$ cat src/hdl/arcade_bus_pkg.sv
// main cpu address map with byte-address bases; each window must be aligned to its own size
package arcade_bus_pkg;

    localparam int addr_w      = 23;           // word address, bits 23:1
    localparam int data_w      = 16;
    localparam int byte_addr_w = addr_w + 1;
    localparam int mem_off_w   = 13;           // word offset inside a memory region

    typedef enum logic [2:0] {
        region_none,
        region_sysram,
        region_pal0,
        region_pal1,
        region_disp_f,
        region_disp_b,
        region_disp_c,
        region_io
    } mem_region_e;

    // display layers sit back to back from disp_base, order f, b, c
    localparam logic [byte_addr_w-1:0] disp_base       = 24'h240000;
    localparam logic [byte_addr_w-1:0] disp_layer_size = 24'h002000;
    localparam int                     disp_layers     = 3;
    localparam int                     disp_win_bits   = 13;

    localparam logic [byte_addr_w-1:0] pal0_base   = 24'h310000;
    localparam logic [byte_addr_w-1:0] pal1_base   = 24'h314000;
    localparam int                     pal_win_bits = 14;

    localparam logic [byte_addr_w-1:0] sysram_base     = 24'h318000;
    localparam int                     sysram_win_bits = 14;

    localparam logic [byte_addr_w-1:0] io_base     = 24'h30c000;
    localparam int                     io_win_bits = 5;  // 16 word registers

    // display hold-off once a blank shows up
    localparam int disp_hold_cycles = 2;
    localparam int disp_cnt_w       = 2;

endpackage

$ cat src/hdl/arcade_io_pkg.sv
// i/o register map of the main cpu; reads live at offsets 0 to 7 and writes at 8 to 15
package arcade_io_pkg;

    localparam int io_off_w  = 4;
    localparam int io_wr_bit = 3;   // set on the write-only half of the window

    // read side
    localparam logic [io_off_w-1:0] reg_cab0   = 4'd0;
    localparam logic [io_off_w-1:0] reg_cab1   = 4'd1;
    localparam logic [io_off_w-1:0] reg_dip    = 4'd2;
    localparam logic [io_off_w-1:0] reg_mcu_rd = 4'd4;

    // write side
    localparam logic [io_off_w-1:0] reg_prisel   = 4'd8;
    localparam logic [io_off_w-1:0] reg_snd      = 4'd10;
    localparam logic [io_off_w-1:0] reg_mcu_wr   = 4'd11;
    localparam logic [io_off_w-1:0] reg_vint_clr = 4'd12;

    localparam int                   irq_lvl_w      = 3;
    localparam logic [irq_lvl_w-1:0] irq_lvl_vblank = 3'd6;
    localparam logic [irq_lvl_w-1:0] irq_lvl_mcu    = 3'd5;
    localparam logic [irq_lvl_w-1:0] irq_lvl_none   = 3'd0;

    // fixed bits of the second cabinet word
    localparam logic [7:0] cab1_pad_hi = 8'hff;
    localparam logic [1:0] cab1_pad_lo = 2'b11;

    localparam logic [15:0] unmapped_data = 16'hffff;

endpackage

$ cat src/hdl/disp_access_gate.sv
// holds display cycles until a blank; once started the count runs on even if the blank ends
`timescale 1ns/1ps

module disp_access_gate (
    input  logic clk,
    input  logic rst,
    input  logic disp_req,
    input  logic lvbl,
    input  logic lhbl,
    output logic disp_ready
);
    import arcade_bus_pkg::*;

    logic                  blank;
    logic [disp_cnt_w-1:0] cnt;

    assign blank = !lvbl || !lhbl;   // either blank opens the window

    always_ff @(posedge clk or posedge rst) begin
        if (rst) begin
            cnt        <= '0;
            disp_ready <= 1'b0;
        end else if (!disp_req) begin
            // dropped or finished request starts over
            cnt        <= '0;
            disp_ready <= 1'b0;
        end else if (!disp_ready && (cnt != '0 || blank)) begin
            cnt <= cnt + 1'b1;
            if (cnt == disp_cnt_w'(disp_hold_cycles - 1))
                disp_ready <= 1'b1;
        end
    end

endmodule

$ cat src/hdl/irq_priority.sv
// sticky vblank and mcu requests; a clear in the same cycle as a new edge wins
`timescale 1ns/1ps

module irq_priority (
    input  logic                                clk,
    input  logic                                rst,
    input  logic                                lvbl,
    input  logic                                mcu_req,
    input  logic                                vint_clr,
    input  logic                                mcu_ack,
    output logic [arcade_io_pkg::irq_lvl_w-1:0] irq_level
);
    import arcade_io_pkg::*;

    logic lvbl_l;
    logic mcu_req_l;
    logic vint;
    logic mcu_irq;

    always_ff @(posedge clk or posedge rst) begin
        if (rst) begin
            lvbl_l    <= 1'b0;   // no false falling edge out of reset
            mcu_req_l <= 1'b1;   // nor a false rising one
            vint      <= 1'b0;
            mcu_irq   <= 1'b0;
        end else begin
            lvbl_l    <= lvbl;
            mcu_req_l <= mcu_req;

            if (vint_clr)
                vint <= 1'b0;
            else if (!lvbl && lvbl_l)
                vint <= 1'b1;

            if (mcu_ack)
                mcu_irq <= 1'b0;   // read of the mailbox acknowledges
            else if (mcu_req && !mcu_req_l)
                mcu_irq <= 1'b1;
        end
    end

    always_comb begin
        if (vint)
            irq_level = irq_lvl_vblank;
        else if (mcu_irq)
            irq_level = irq_lvl_mcu;
        else
            irq_level = irq_lvl_none;
    end

    // clear beats a vblank edge in the same cycle
    a_vint_clr_wins: assert property (@(posedge clk) disable iff (rst)
        vint_clr |=> irq_level != irq_lvl_vblank)
        else $error("vblank level still pending after vint_clr");

endmodule

$ cat src/hdl/main_addr_decode.sv
// purely combinational decode; adr is a word address and region_none covers every unmapped cycle
`timescale 1ns/1ps

module main_addr_decode (
    input  logic [arcade_bus_pkg::addr_w-1:0]  adr,
    input  logic                               we,
    output arcade_bus_pkg::mem_region_e        region,
    output logic [arcade_io_pkg::io_off_w-1:0] io_off
);
    import arcade_bus_pkg::*;
    import arcade_io_pkg::*;

    logic [byte_addr_w-1:0] byte_addr;
    logic                   in_disp_window;

    // same upper bits as the window base
    function automatic logic win_hit(
        input logic [byte_addr_w-1:0] a,
        input logic [byte_addr_w-1:0] base,
        input int                     bits
    );
        return (a >> bits) == (base >> bits);
    endfunction

    assign byte_addr = {adr, 1'b0};
    assign io_off    = adr[io_off_w-1:0];

    always_comb begin
        region = region_none;
        if (win_hit(byte_addr, disp_base, disp_win_bits)) begin
            region = region_disp_f;
        end else if (win_hit(byte_addr, disp_base + disp_layer_size, disp_win_bits)) begin
            region = region_disp_b;
        end else if (win_hit(byte_addr, disp_base + 2 * disp_layer_size, disp_win_bits)) begin
            region = region_disp_c;
        end else if (win_hit(byte_addr, pal0_base, pal_win_bits)) begin
            region = region_pal0;
        end else if (win_hit(byte_addr, pal1_base, pal_win_bits)) begin
            region = region_pal1;
        end else if (win_hit(byte_addr, sysram_base, sysram_win_bits)) begin
            region = region_sysram;
        end else if (win_hit(byte_addr, io_base, io_win_bits)) begin
            // reads only below 8, writes only from 8 up
            if (we == io_off[io_wr_bit])
                region = region_io;
        end

        // independent range check of the whole display block
        in_disp_window = (byte_addr >= disp_base) &&
                         (byte_addr < disp_base + disp_layers * disp_layer_size);

        assert (!(region inside {region_disp_f, region_disp_b, region_disp_c}) ||
                in_disp_window)
            else $error("display region decoded outside display window, adr %h", byte_addr);
    end

endmodule

$ cat src/hdl/main_bus_top.sv
// wishbone classic slave for the main cpu; one cycle in flight and no aborts while waiting
`timescale 1ns/1ps

module main_bus_top (
    input  logic                                 clk,
    input  logic                                 rst,
    input  logic                                 cyc,
    input  logic                                 stb,
    input  logic                                 we,
    input  logic [arcade_bus_pkg::addr_w-1:0]    adr,
    input  logic [arcade_bus_pkg::data_w-1:0]    dat_w,
    input  logic [1:0]                           sel,
    output logic [arcade_bus_pkg::data_w-1:0]    dat_r,
    output logic                                 ack,
    input  logic                                 lvbl,
    input  logic                                 lhbl,
    input  logic                                 mcu_req,
    input  logic [15:0]                          mcu_dout,
    output logic [15:0]                          mcu_din,
    output logic                                 mcu_wr,
    output logic [7:0]                           snd_latch,
    output logic                                 snd_irq,
    input  logic [7:0]                           joystick1,
    input  logic [7:0]                           joystick2,
    input  logic [1:0]                           start_button,
    input  logic [1:0]                           coin_input,
    input  logic                                 service,
    input  logic [7:0]                           dipsw_a,
    input  logic [7:0]                           dipsw_b,
    output logic [2:0]                           prisel,
    output logic                                 mem_cs,
    output arcade_bus_pkg::mem_region_e          mem_region,
    output logic [arcade_bus_pkg::mem_off_w-1:0] mem_addr,
    input  logic [arcade_bus_pkg::data_w-1:0]    mem_dout,
    input  logic                                 mem_ok,
    output logic [arcade_io_pkg::irq_lvl_w-1:0]  irq_level
);
    import arcade_bus_pkg::*;
    import arcade_io_pkg::*;

    typedef enum logic [1:0] {st_idle, st_mem, st_disp} ack_state_e;
    typedef enum logic [1:0] {src_ones, src_regs, src_mem} rd_src_e;

    ack_state_e            state;
    rd_src_e               rd_src;
    mem_region_e           region;
    logic [io_off_w-1:0]   io_off;
    logic                  access;
    logic                  wr_stb;
    logic                  rd_stb;
    logic [data_w-1:0]     regs_data;
    logic [data_w-1:0]     mem_data;
    logic                  vint_clr;
    logic                  mcu_ack;
    logic                  disp_ready;

    main_addr_decode u_decode (
        .adr    (adr),
        .we     (we),
        .region (region),
        .io_off (io_off)
    );

    // first cycle of a new bus cycle only
    assign access = cyc && stb && !ack && (state == st_idle);
    assign wr_stb = access && (region == region_io) && we && (|sel);
    assign rd_stb = access && (region == region_io) && !we;

    sys_ctrl_regs u_regs (
        .clk          (clk),
        .rst          (rst),
        .wr_stb       (wr_stb),
        .rd_stb       (rd_stb),
        .io_off       (io_off),
        .dat_w        (dat_w),
        .rd_data      (regs_data),
        .joystick1    (joystick1),
        .joystick2    (joystick2),
        .start_button (start_button),
        .coin_input   (coin_input),
        .service      (service),
        .dipsw_a      (dipsw_a),
        .dipsw_b      (dipsw_b),
        .mcu_dout     (mcu_dout),
        .lvbl         (lvbl),
        .snd_latch    (snd_latch),
        .snd_irq      (snd_irq),
        .mcu_din      (mcu_din),
        .mcu_wr       (mcu_wr),
        .prisel       (prisel),
        .vint_clr     (vint_clr),
        .mcu_ack      (mcu_ack)
    );

    irq_priority u_irq (
        .clk       (clk),
        .rst       (rst),
        .lvbl      (lvbl),
        .mcu_req   (mcu_req),
        .vint_clr  (vint_clr),
        .mcu_ack   (mcu_ack),
        .irq_level (irq_level)
    );

    disp_access_gate u_gate (
        .clk        (clk),
        .rst        (rst),
        .disp_req   (state == st_disp),
        .lvbl       (lvbl),
        .lhbl       (lhbl),
        .disp_ready (disp_ready)
    );

    always_ff @(posedge clk or posedge rst) begin
        if (rst) begin
            state      <= st_idle;
            ack        <= 1'b0;
            mem_cs     <= 1'b0;
            mem_region <= region_none;
            rd_src     <= src_ones;
        end else begin
            ack <= 1'b0;
            case (state)
                st_idle: begin
                    if (access) begin
                        case (region)
                            region_io: begin
                                ack    <= 1'b1;
                                rd_src <= src_regs;
                            end
                            region_none: begin
                                ack    <= 1'b1;   // unmapped reads as all ones
                                rd_src <= src_ones;
                            end
                            region_disp_f, region_disp_b, region_disp_c: begin
                                mem_region <= region;
                                state      <= st_disp;
                            end
                            default: begin
                                mem_region <= region;
                                mem_cs     <= 1'b1;
                                state      <= st_mem;
                            end
                        endcase
                    end
                end
                st_disp: begin
                    if (disp_ready) begin   // blank reached
                        mem_cs <= 1'b1;
                        state  <= st_mem;
                    end
                end
                st_mem: begin
                    if (mem_ok) begin
                        mem_cs <= 1'b0;
                        ack    <= 1'b1;
                        rd_src <= src_mem;
                        state  <= st_idle;
                    end
                end
                default: state <= st_idle;
            endcase
        end
    end

    always_ff @(posedge clk) begin
        if (access)
            mem_addr <= adr[mem_off_w-1:0];
        if (state == st_mem && mem_ok)
            mem_data <= mem_dout;
    end

    always_comb begin
        case (rd_src)
            src_regs: dat_r = regs_data;
            src_mem:  dat_r = mem_data;
            default:  dat_r = unmapped_data;
        endcase
    end

    a_ack_single: assert property (@(posedge clk) disable iff (rst) ack |=> !ack)
        else $error("ack held high for more than one cycle");

    // display memory only opens after the gate has seen a blank
    a_disp_after_ready: assert property (@(posedge clk) disable iff (rst)
        $rose(mem_cs) && (mem_region inside {region_disp_f, region_disp_b, region_disp_c})
        |-> $past(disp_ready))
        else $error("display access issued without disp_ready");

endmodule

$ cat src/hdl/sys_ctrl_regs.sv
// register block of the i/o window; wr_stb and rd_stb must be single-cycle and already decoded
`timescale 1ns/1ps

module sys_ctrl_regs (
    input  logic                               clk,
    input  logic                               rst,
    input  logic                               wr_stb,
    input  logic                               rd_stb,
    input  logic [arcade_io_pkg::io_off_w-1:0] io_off,
    input  logic [arcade_bus_pkg::data_w-1:0]  dat_w,
    output logic [arcade_bus_pkg::data_w-1:0]  rd_data,
    input  logic [7:0]                         joystick1,
    input  logic [7:0]                         joystick2,
    input  logic [1:0]                         start_button,
    input  logic [1:0]                         coin_input,
    input  logic                               service,
    input  logic [7:0]                         dipsw_a,
    input  logic [7:0]                         dipsw_b,
    input  logic [15:0]                        mcu_dout,
    input  logic                               lvbl,
    output logic [7:0]                         snd_latch,
    output logic                               snd_irq,
    output logic [15:0]                        mcu_din,
    output logic                               mcu_wr,
    output logic [2:0]                         prisel,
    output logic                               vint_clr,
    output logic                               mcu_ack
);
    import arcade_io_pkg::*;

    // acknowledge strobes act on the same edge as the bus ack
    assign vint_clr = wr_stb && (io_off == reg_vint_clr);
    assign mcu_ack  = rd_stb && (io_off == reg_mcu_rd);

    always_ff @(posedge clk or posedge rst) begin
        if (rst) begin
            snd_latch <= '0;
            snd_irq   <= 1'b0;
            mcu_din   <= '0;
            mcu_wr    <= 1'b0;
            prisel    <= '0;
        end else begin
            snd_irq <= wr_stb && (io_off == reg_snd);
            mcu_wr  <= wr_stb && (io_off == reg_mcu_wr);
            if (wr_stb) begin
                case (io_off)
                    reg_prisel: prisel    <= dat_w[2:0];
                    reg_snd:    snd_latch <= dat_w[7:0];
                    reg_mcu_wr: mcu_din   <= dat_w;
                    default: ;
                endcase
            end
        end
    end

    // read word held for the ack cycle
    always_ff @(posedge clk) begin
        if (rd_stb) begin
            case (io_off)
                reg_cab0:   rd_data <= {joystick2, joystick1};
                reg_cab1:   rd_data <= {cab1_pad_hi, ~lvbl, service, coin_input,
                                        start_button, cab1_pad_lo};
                reg_dip:    rd_data <= {dipsw_b, dipsw_a};
                reg_mcu_rd: rd_data <= mcu_dout;
                default:    rd_data <= unmapped_data;   // unused read slots
            endcase
        end
    end

endmodule

$ cat config.mk
export PLATFORM = sky130hd
export DESIGN_NAME = main_bus_top
export DESIGN_NICKNAME = d
export VERILOG_FILES = /design/src/hdl/arcade_bus_pkg.sv /design/src/hdl/arcade_io_pkg.sv /design/src/hdl/disp_access_gate.sv /design/src/hdl/irq_priority.sv /design/src/hdl/main_addr_decode.sv /design/src/hdl/main_bus_top.sv /design/src/hdl/sys_ctrl_regs.sv
export SDC_FILE = /design/constraint.sdc
export NUM_CORES = 1
export LEC_CHECK = 0
export ABC_AREA = 1
export BUFFER_PORTS_ARGS = -buffer_cell sky130_fd_sc_hd__buf_2
export CAP_MARGIN = 20
export CORE_UTILIZATION = 40
export CTS_CLUSTER_DIAMETER = 30
export DETAILED_ROUTE_END_ITERATION = 12
export HOLD_SLACK_MARGIN = 0.03
export PLACE_DENSITY = 0.77
export SYNTH_ARGS = -nofsm -noshare
export SYNTH_HDL_FRONTEND = slang
export SYNTH_HIERARCHICAL = 1
export SYNTH_SLANG_ARGS = --single-unit
$ cat constraint.sdc
create_clock -name clk -period 3.7 [get_ports clk]
set_input_delay 0.74 -clock clk [delete_from_list [all_inputs] [get_ports clk]]
set_output_delay 0.74 -clock clk [all_outputs]
set_load 0.02 [all_outputs]
After elaboration in Yosys (flattened, before gate mapping)
Index checks and enable logic that the tools add are counted.
{ "classes": {"muxes": 39, "reduce_logical": 43, "bitwise": 2, "addsub": 1, "n_eq_ne": 32} }
{ "op_table": {"columns": ["cell", "count"], "rows": [
  ["one-hot mux 16 bit (4 select lines)", 1],
  ["== test 11 x 9 -> 1 bit, second input constant", 3],
  ["one-hot mux 16 bit (2 select lines)", 1],
  ["== test 10 x 8 -> 1 bit, second input constant", 3],
  ["2-to-1 mux 3 bit", 10],
  ["== test 19 x 17 -> 1 bit, second input constant", 1],
  ["== test 4 bit, second input constant", 4],
  ["logical AND 1 bit", 15],
  ["2-to-1 mux 1 bit", 14],
  ["2-to-1 mux 2 bit", 7],
  ["!= test 2 bit, second input constant", 7],
  ["== test 3 bit, second input constant", 4],
  ["one-hot mux 2 bit (2 select lines)", 3],
  ["AND reduction 2 bit", 4],
  ["AND reduction 4 bit", 2],
  ["nonzero test 2 bit", 4],
  ["== test 2 x 1 -> 1 bit, second input constant", 3],
  ["zero test 1 bit", 6],
  ["one-hot mux 2 bit (3 select lines)", 1],
  ["AND reduction 5 bit", 1],
  ["OR reduction 5 bit", 1],
  ["== test 2 bit, second input constant", 2],
  ["== test 4 x 1 -> 1 bit, second input constant", 1],
  ["== test 4 x 2 -> 1 bit, second input constant", 1],
  ["15 further kinds", 18]
]} }
{ "totals": {"output_inout_bits": 66, "regBits": 90, "word_cells": 136} }

Longest topological paths before layout
{ "depth": {"depth_word": 15, "depth_mapped": 15, "mapped_depth_nobuf": 15} }

Cells and area by module
Netlist, hierarchy kept.
{ "by_module_without_submodules": {"columns": ["mod", "area_per_inst_um2", "n_inst", "seq_area_each_um2", "cells_each"], "rows": [
  ["sys_ctrl_regs", 2222.1, 1, 1206.2, 259],
  ["main_bus_top", 1635.3, 1, 1096.1, 150],
  ["main_addr_decode", 311.5, 1, 0.0, 68],
  ["disp_access_gate", 172.7, 1, 75.1, 19],
  ["irq_priority", 156.4, 1, 101.3, 16]
]} }

Worst setup path before layout
No wires, ideal clock.
{ "synth_timing": {"path_type": "input-to-reg", "from": "input adr[21] in the netlist's numbering", "to": "register u_regs/rd_data[0] in the netlist's numbering (enable)", "cell_stages": 7, "n_path_buf": 0, "path_slack_ns": 1.148, "t_arrival_ns": 2.162, "path_cell_list": "nor2_4 -> nand2_1 -> nor3_1 -> o21ai_0 -> nand2_1 -> nand4_2 -> nor2_1"} }
{ "synth_via": {"elab_chain_len": 11} }
{ "synth_lines": {"columns": ["item", "line", "rtl"], "rows": [
  ["from (decl)", "main_bus_top.sv:10", "input logic [arcade_bus_pkg::addr_w-1:0] adr,"],
  ["== test 19 x 17 -> 1 bit", "main_addr_decode.sv:22", "return (a >> bits) == (base >> bits);"],
  ["2-to-1 mux 3 bit", "main_addr_decode.sv:42", "end else if (win_hit(byte_addr, io_base, io_win_bits)) begin"],
  ["2-to-1 mux 3 bit", "main_addr_decode.sv:40", "end else if (win_hit(byte_addr, sysram_base, sysram_win_bits)) begin"],
  ["2-to-1 mux 3 bit", "main_addr_decode.sv:38", "end else if (win_hit(byte_addr, pal1_base, pal_win_bits)) begin"],
  ["2-to-1 mux 3 bit", "main_addr_decode.sv:36", "end else if (win_hit(byte_addr, pal0_base, pal_win_bits)) begin"],
  ["2-to-1 mux 3 bit", "main_addr_decode.sv:34", "end else if (win_hit(byte_addr, disp_base + 2 * disp_layer_size, disp_win_bits)) begin"],
  ["2-to-1 mux 3 bit", "main_addr_decode.sv:32", "end else if (win_hit(byte_addr, disp_base + disp_layer_size, disp_win_bits)) begin"],
  ["2-to-1 mux 3 bit (*)", "main_addr_decode.sv:30", "if (win_hit(byte_addr, disp_base, disp_win_bits)) begin"],
  ["net region[2]", "main_bus_top.sv:46", "mem_region_e region;"],
  ["== test 3 bit (*)", "main_bus_top.sv:67", "assign rd_stb = access && (region == region_io) && !we;"],
  ["logical AND 1 bit (*) (2 in a row)", "main_bus_top.sv:67", null],
  ["net rd_stb", "main_bus_top.sv:50", "logic rd_stb;"],
  ["to (signal assigned)", "sys_ctrl_regs.sv:60", "reg_cab0: rd_data <= {joystick2, joystick1};"],
  ["to (signal assigned)", "sys_ctrl_regs.sv:61", "reg_cab1: rd_data <= {cab1_pad_hi, ~lvbl, service, coin_input,"],
  ["to (signal assigned)", "sys_ctrl_regs.sv:63", "reg_dip: rd_data <= {dipsw_b, dipsw_a};"],
  ["to (decl)", "sys_ctrl_regs.sv:11", "output logic [arcade_bus_pkg::data_w-1:0] rd_data,"]
]} }
Mark *: on every way through the listed nets, which the timed path passes. The rest lies on a longest branch.
A chain may end at the register's enable or synchronous reset.

Worst setup path in the final report
{ "layout_timing": {"from": "input adr[21] in the netlist's numbering", "to": "register u_regs.mcu_din[12]"} }
{ "layout_via": {"elab_chain_len": 13} }
{ "layout_lines": {"columns": ["item", "line", "rtl"], "rows": [
  ["== test 19 x 17 -> 1 bit", "main_addr_decode.sv:22", null],
  ["2-to-1 mux 3 bit", "main_addr_decode.sv:42", null],
  ["2-to-1 mux 3 bit", "main_addr_decode.sv:40", null],
  ["2-to-1 mux 3 bit", "main_addr_decode.sv:38", null],
  ["2-to-1 mux 3 bit", "main_addr_decode.sv:36", null],
  ["2-to-1 mux 3 bit", "main_addr_decode.sv:34", null],
  ["2-to-1 mux 3 bit", "main_addr_decode.sv:32", null],
  ["2-to-1 mux 3 bit (*)", "main_addr_decode.sv:30", null],
  ["net region[2]", "main_bus_top.sv:46", null],
  ["== test 3 bit (*)", "main_bus_top.sv:66", "assign wr_stb = access && (region == region_io) && we && (|sel);"],
  ["logical AND 1 bit (*) (3 in a row)", "main_bus_top.sv:66", null],
  ["net wr_stb", "main_bus_top.sv:49", "logic wr_stb;"],
  ["AND reduction 2 bit (no line) (*)", null, null],
  ["to (signal assigned)", "sys_ctrl_regs.sv:49", "reg_mcu_wr: mcu_din <= dat_w;"],
  ["to (decl)", "sys_ctrl_regs.sv:23", "output logic [15:0] mcu_din,"]
]} }
Marked as above.

==> impl_metrics.py <==
metrics = {
    "setup_path": {
        "cp.required_ns": 4.01,
        "r2r-start": "ack",
        "crit_family": "simple AND/OR/NAND/NOR gates",
        "path_class": "in2reg",
        "cp-start-kind": "input pin",
        "arrival_ns": 2.98,
        "worst_path_max_delay_cell": "nand3_2",
        "reg2reg_depth": 11,
        "end_kind": "register",
        "crit_buf_inv": 2,
        "critPathMaxStageDelay_ns": 0.43,
        "crit_chain": "buf_2 -> nor2_4 -> nand2_1 -> nor3_1 -> o21ai_0 -> nand2_1 -> nand4_2 -> nor2_1 -> nand2_2 -> nor2_4 -> nand3_2 -> clkinv_1 -> nand2_1 -> nand2_1",
        "worstSetupStartpoint": "adr[21]",
        "worstPathMaxFanout": 25,
        "timing.rr.end": "u_regs/mcu_din[12]",
        "reg2reg_slack_ns": 1.23,
        "path_common_cell": "nand2_1",
    },
    "layout": {
        "synthToLayoutAreaGrowth_pct": 27.6,
        "final_core_util_pct": 52.7,
        "mostFrequentLayoutCell": "buf_2",
        "fillCellCount": 1022,
        "drive_gt1_share_pct": 35.0,
        "final_cell_mix": "buf_2 (184), nand2_1 (143), inv_1 (60), nand3_1 (60), edfxtp_1 (45)",
        "antennaDiodeCount": 0,
        "nets": 810,
    },
    "synth": {
        "yosys_warnings": 6,
        "syn-num-nets": 635,
        "synth_cell_types": 34,
        "syn_area_um2": 4500,
        "synthCells": 512,
        "ys_seq_area_share_pct": 55.1,
        "synth_seq_cells": 90,
        "synth.avg_cell_area_um2": 8.79,
    },
    "timing": {
        "fmax_mhz": 375,
        "fin_crit_sh_pct": 72.2,
        "rsz0062_at_grt": "no",
        "relSlewSlack_pct": 54.9,
        "slew_violations": 0,
        "skew_ns": 0.00843,
        "min_period_ns": 2.67,
        "tightest_slew_ns": 0.675,
        "finalHoldViolCount": 0,
        "fin_tns_setup_ns": 0,
        "final-setup-viol-count": 0,
    },
    "routing": {
        "ant_nets": 0,
        "drt-wirelength-per-cell_um": 14.1,
        "drtIter0Drc": 255,
        "drc": 0,
        "num_vias": 4016,
        "first_pass_iters": 4,
        "drt_wl_total_mm": 11.7,
        "vias_per_cell": 4.83,
    },
    "pwr": {
        "p_leak_uw": 0.00278,
        "irDropWorstVdd_uv": 208,
        "power_density_nw_per_um2": 357,
    },
    "floorplan": {
        "die-area_um2": 11700,
        "core_um2": 10900,
        "ios": 185,
        "initial_utilization_pct": 41.3,
        "dieWidth_um": 108,
        "rows": 38,
        "die_y_um": 108,
    },
    "grt": {
        "antenna_found_initial": 0,
        "grt_pass1_wl_mm": 18.3,
        "grt_start_max_net_pins": 30,
        "gr-usage-all-layers_pct": 20.7,
        "grt_pass1_vias": 3883,
        "gr-total-overflow": 0,
    },
    "place": {
        "hpwl_mm": 9.31,
        "gp_congestion": 0.841,
        "io_buffer_count": 184,
    },
    "worst_hold_path": {
        "hold_path_class": "in2async",
    },
    "clock_tree": {
        "cts_buffers": 9,
        "h-tree-depth": 3,
        "cts_tree": "built",
        "clockRootBuffer": "clkbuf_8",
        "post_cts_buffers": 0,
        "cts_hold_buf": 0,
        "clock-sinks": 90,
        "clock_latency_ns": 0.36,
        "post_cts_resized": 0,
        "path_clk_slew_ns": 0.09,
        "cts_max_path_buffers": 2,
    },
    "run_status": {
        "status": "complete, no violations",
    },
    "flow_run": {
        "cap_violations": 0,
    },
}
synthesized netlist by cell type:
cell type	n	share of area, %
nand2_2	6	0.83
inv_1	60	5.0
inv_2	5	0.42
clkinv_1	1	0.083
nor3_1	1	0.11
nand2b_1	1	0.14
nand3_1	60	6.7
a21oi_1	3	0.33
a21boi_1	1	0.17
clkbuf_2	1	0.11
nor2_2	5	0.70
nor2_4	6	1.5
buf_1	1	0.083
nand4_1	12	1.7
nand3_4	1	0.39
nand3_2	4	0.89
nor4_1	1	0.14
o21bai_1	1	0.17
dfrtp_1	44	24
nor2_8	1	0.45
buf_4	6	1.0
nand2_1	143	12
clkbuf_1	7	0.58
nand4_2	1	0.28
dfstp_2	1	0.58
buf_2	9	1.0
a21oi_2	1	0.19
ha_1	4	1.1
o21ai_1	16	1.8
o21ai_0	7	0.78
o21ai_2	7	1.4
o211ai_1	10	1.7
nor2_1	40	3.3
edfxtp_1	45	30
per-layer routing:
metal | track usage, % | routed length (um) | vias to the layer above
met2 | 35.2 | 5660 | 179
met1 | 25.1 | 4910 | 1803
met5 | 0 | 0 | -
li1 | - | - | 2006
met4 | 8.51 | 274 | 0
met3 | 5.06 | 851 | 28
how the worst max path moves through the flow:
stage                         end  slack (ns)  cells past startpoint
5_1_grt        u_regs/mcu_din[12]        0.81                     14
2_1_floorplan   u_regs/rd_data[0]        1.15                      7
3_3_place_gp    u_regs/mcu_din[8]        0.78                     15
3_5_place_dp   u_regs/mcu_din[12]        0.64                     14
4_1_cts         u_regs/mcu_din[9]        1.05                     14
6_report       u_regs/mcu_din[12]        1.03                     14
registers in the layout (all words and copies together), names as in the netlist:
signal and flops:
ack 1, mem_addr 13, mem_cs 1, mem_data 16, mem_region 3, rd_src 2, state 2, u_gate/cnt 2
u_gate/disp_ready 1, u_irq/lvbl_l 1, u_irq/mcu_irq 1, u_irq/mcu_req_l 1, u_irq/vint 1, u_regs/mcu_din 16, u_regs/mcu_wr 1, u_regs/prisel 3
u_regs/rd_data 16, u_regs/snd_irq 1, u_regs/snd_latch 8
cell type report:
type | instances | area, um^2 | area share (%)
clock buffers | 12 | 188 | 3.27
clock inverters | 4 | 35.0 | 0.610
inverters | 66 | 248 | 4.31
flip-flops and latches | 90 | 2480 | 43.2
repair buffers | 188 | 971 | 16.9
multi-input cells | 332 | 1650 | 28.7
well taps | 140 | 175 | 3.05
report_power, final:
part           switching (uW)  leakage [uW]  internal [uW]  total [uW]
Clock                     361      0.000116            353         714
Combinational             160       0.00165           98.4         258
Sequential               5.89       0.00102           1070        1080
worst register-to-register path, cell delays in order, from the launching register on:
cell      delay (ns)
dfrtp_1         0.40
inv_1           0.06
nand3_1         0.19
nor2_8          0.33
nand4_2         0.15
nor2_1          0.15
nand2_2         0.10
nor2_4          0.13
nand3_2         0.43
clkinv_1        0.35
nand2_1         0.09
nand2_1         0.06
logic make-up (layout without fill, tap and decap cells):
logic type,after synthesis,after routing,synth area share [%]
simple gates,282,282,29.0
flops,90,90,55.1
buf+inv,90,270,8.29
compound gates,46,46,6.45
fa+ha+maj,4,4,1.11
through the flow:
| stage | area [um^2] | total power, uW | setup slack, ns | cells | hold WS [ns] |
|---|---|---|---|---|---|
| 6_report | 5740 | 2050 | 1.03 | 832 | 0.263 |
| 5_1_grt | 5740 | 2140 | 0.806 | 832 | 0.254 |
| 4_1_cts | 5710 | 2070 | 1.05 | 831 | 0.242 |
| 3_5_place_dp | 5490 | 1360 | 0.644 | 815 | 0.466 |
| 3_3_place_gp | 5490 | 1350 | 0.779 | 815 | 0.464 |
| 2_1_floorplan | 4500 | 1240 | 1.15 | 512 | 0.468 |
Power figures use the tool's default switching activity.
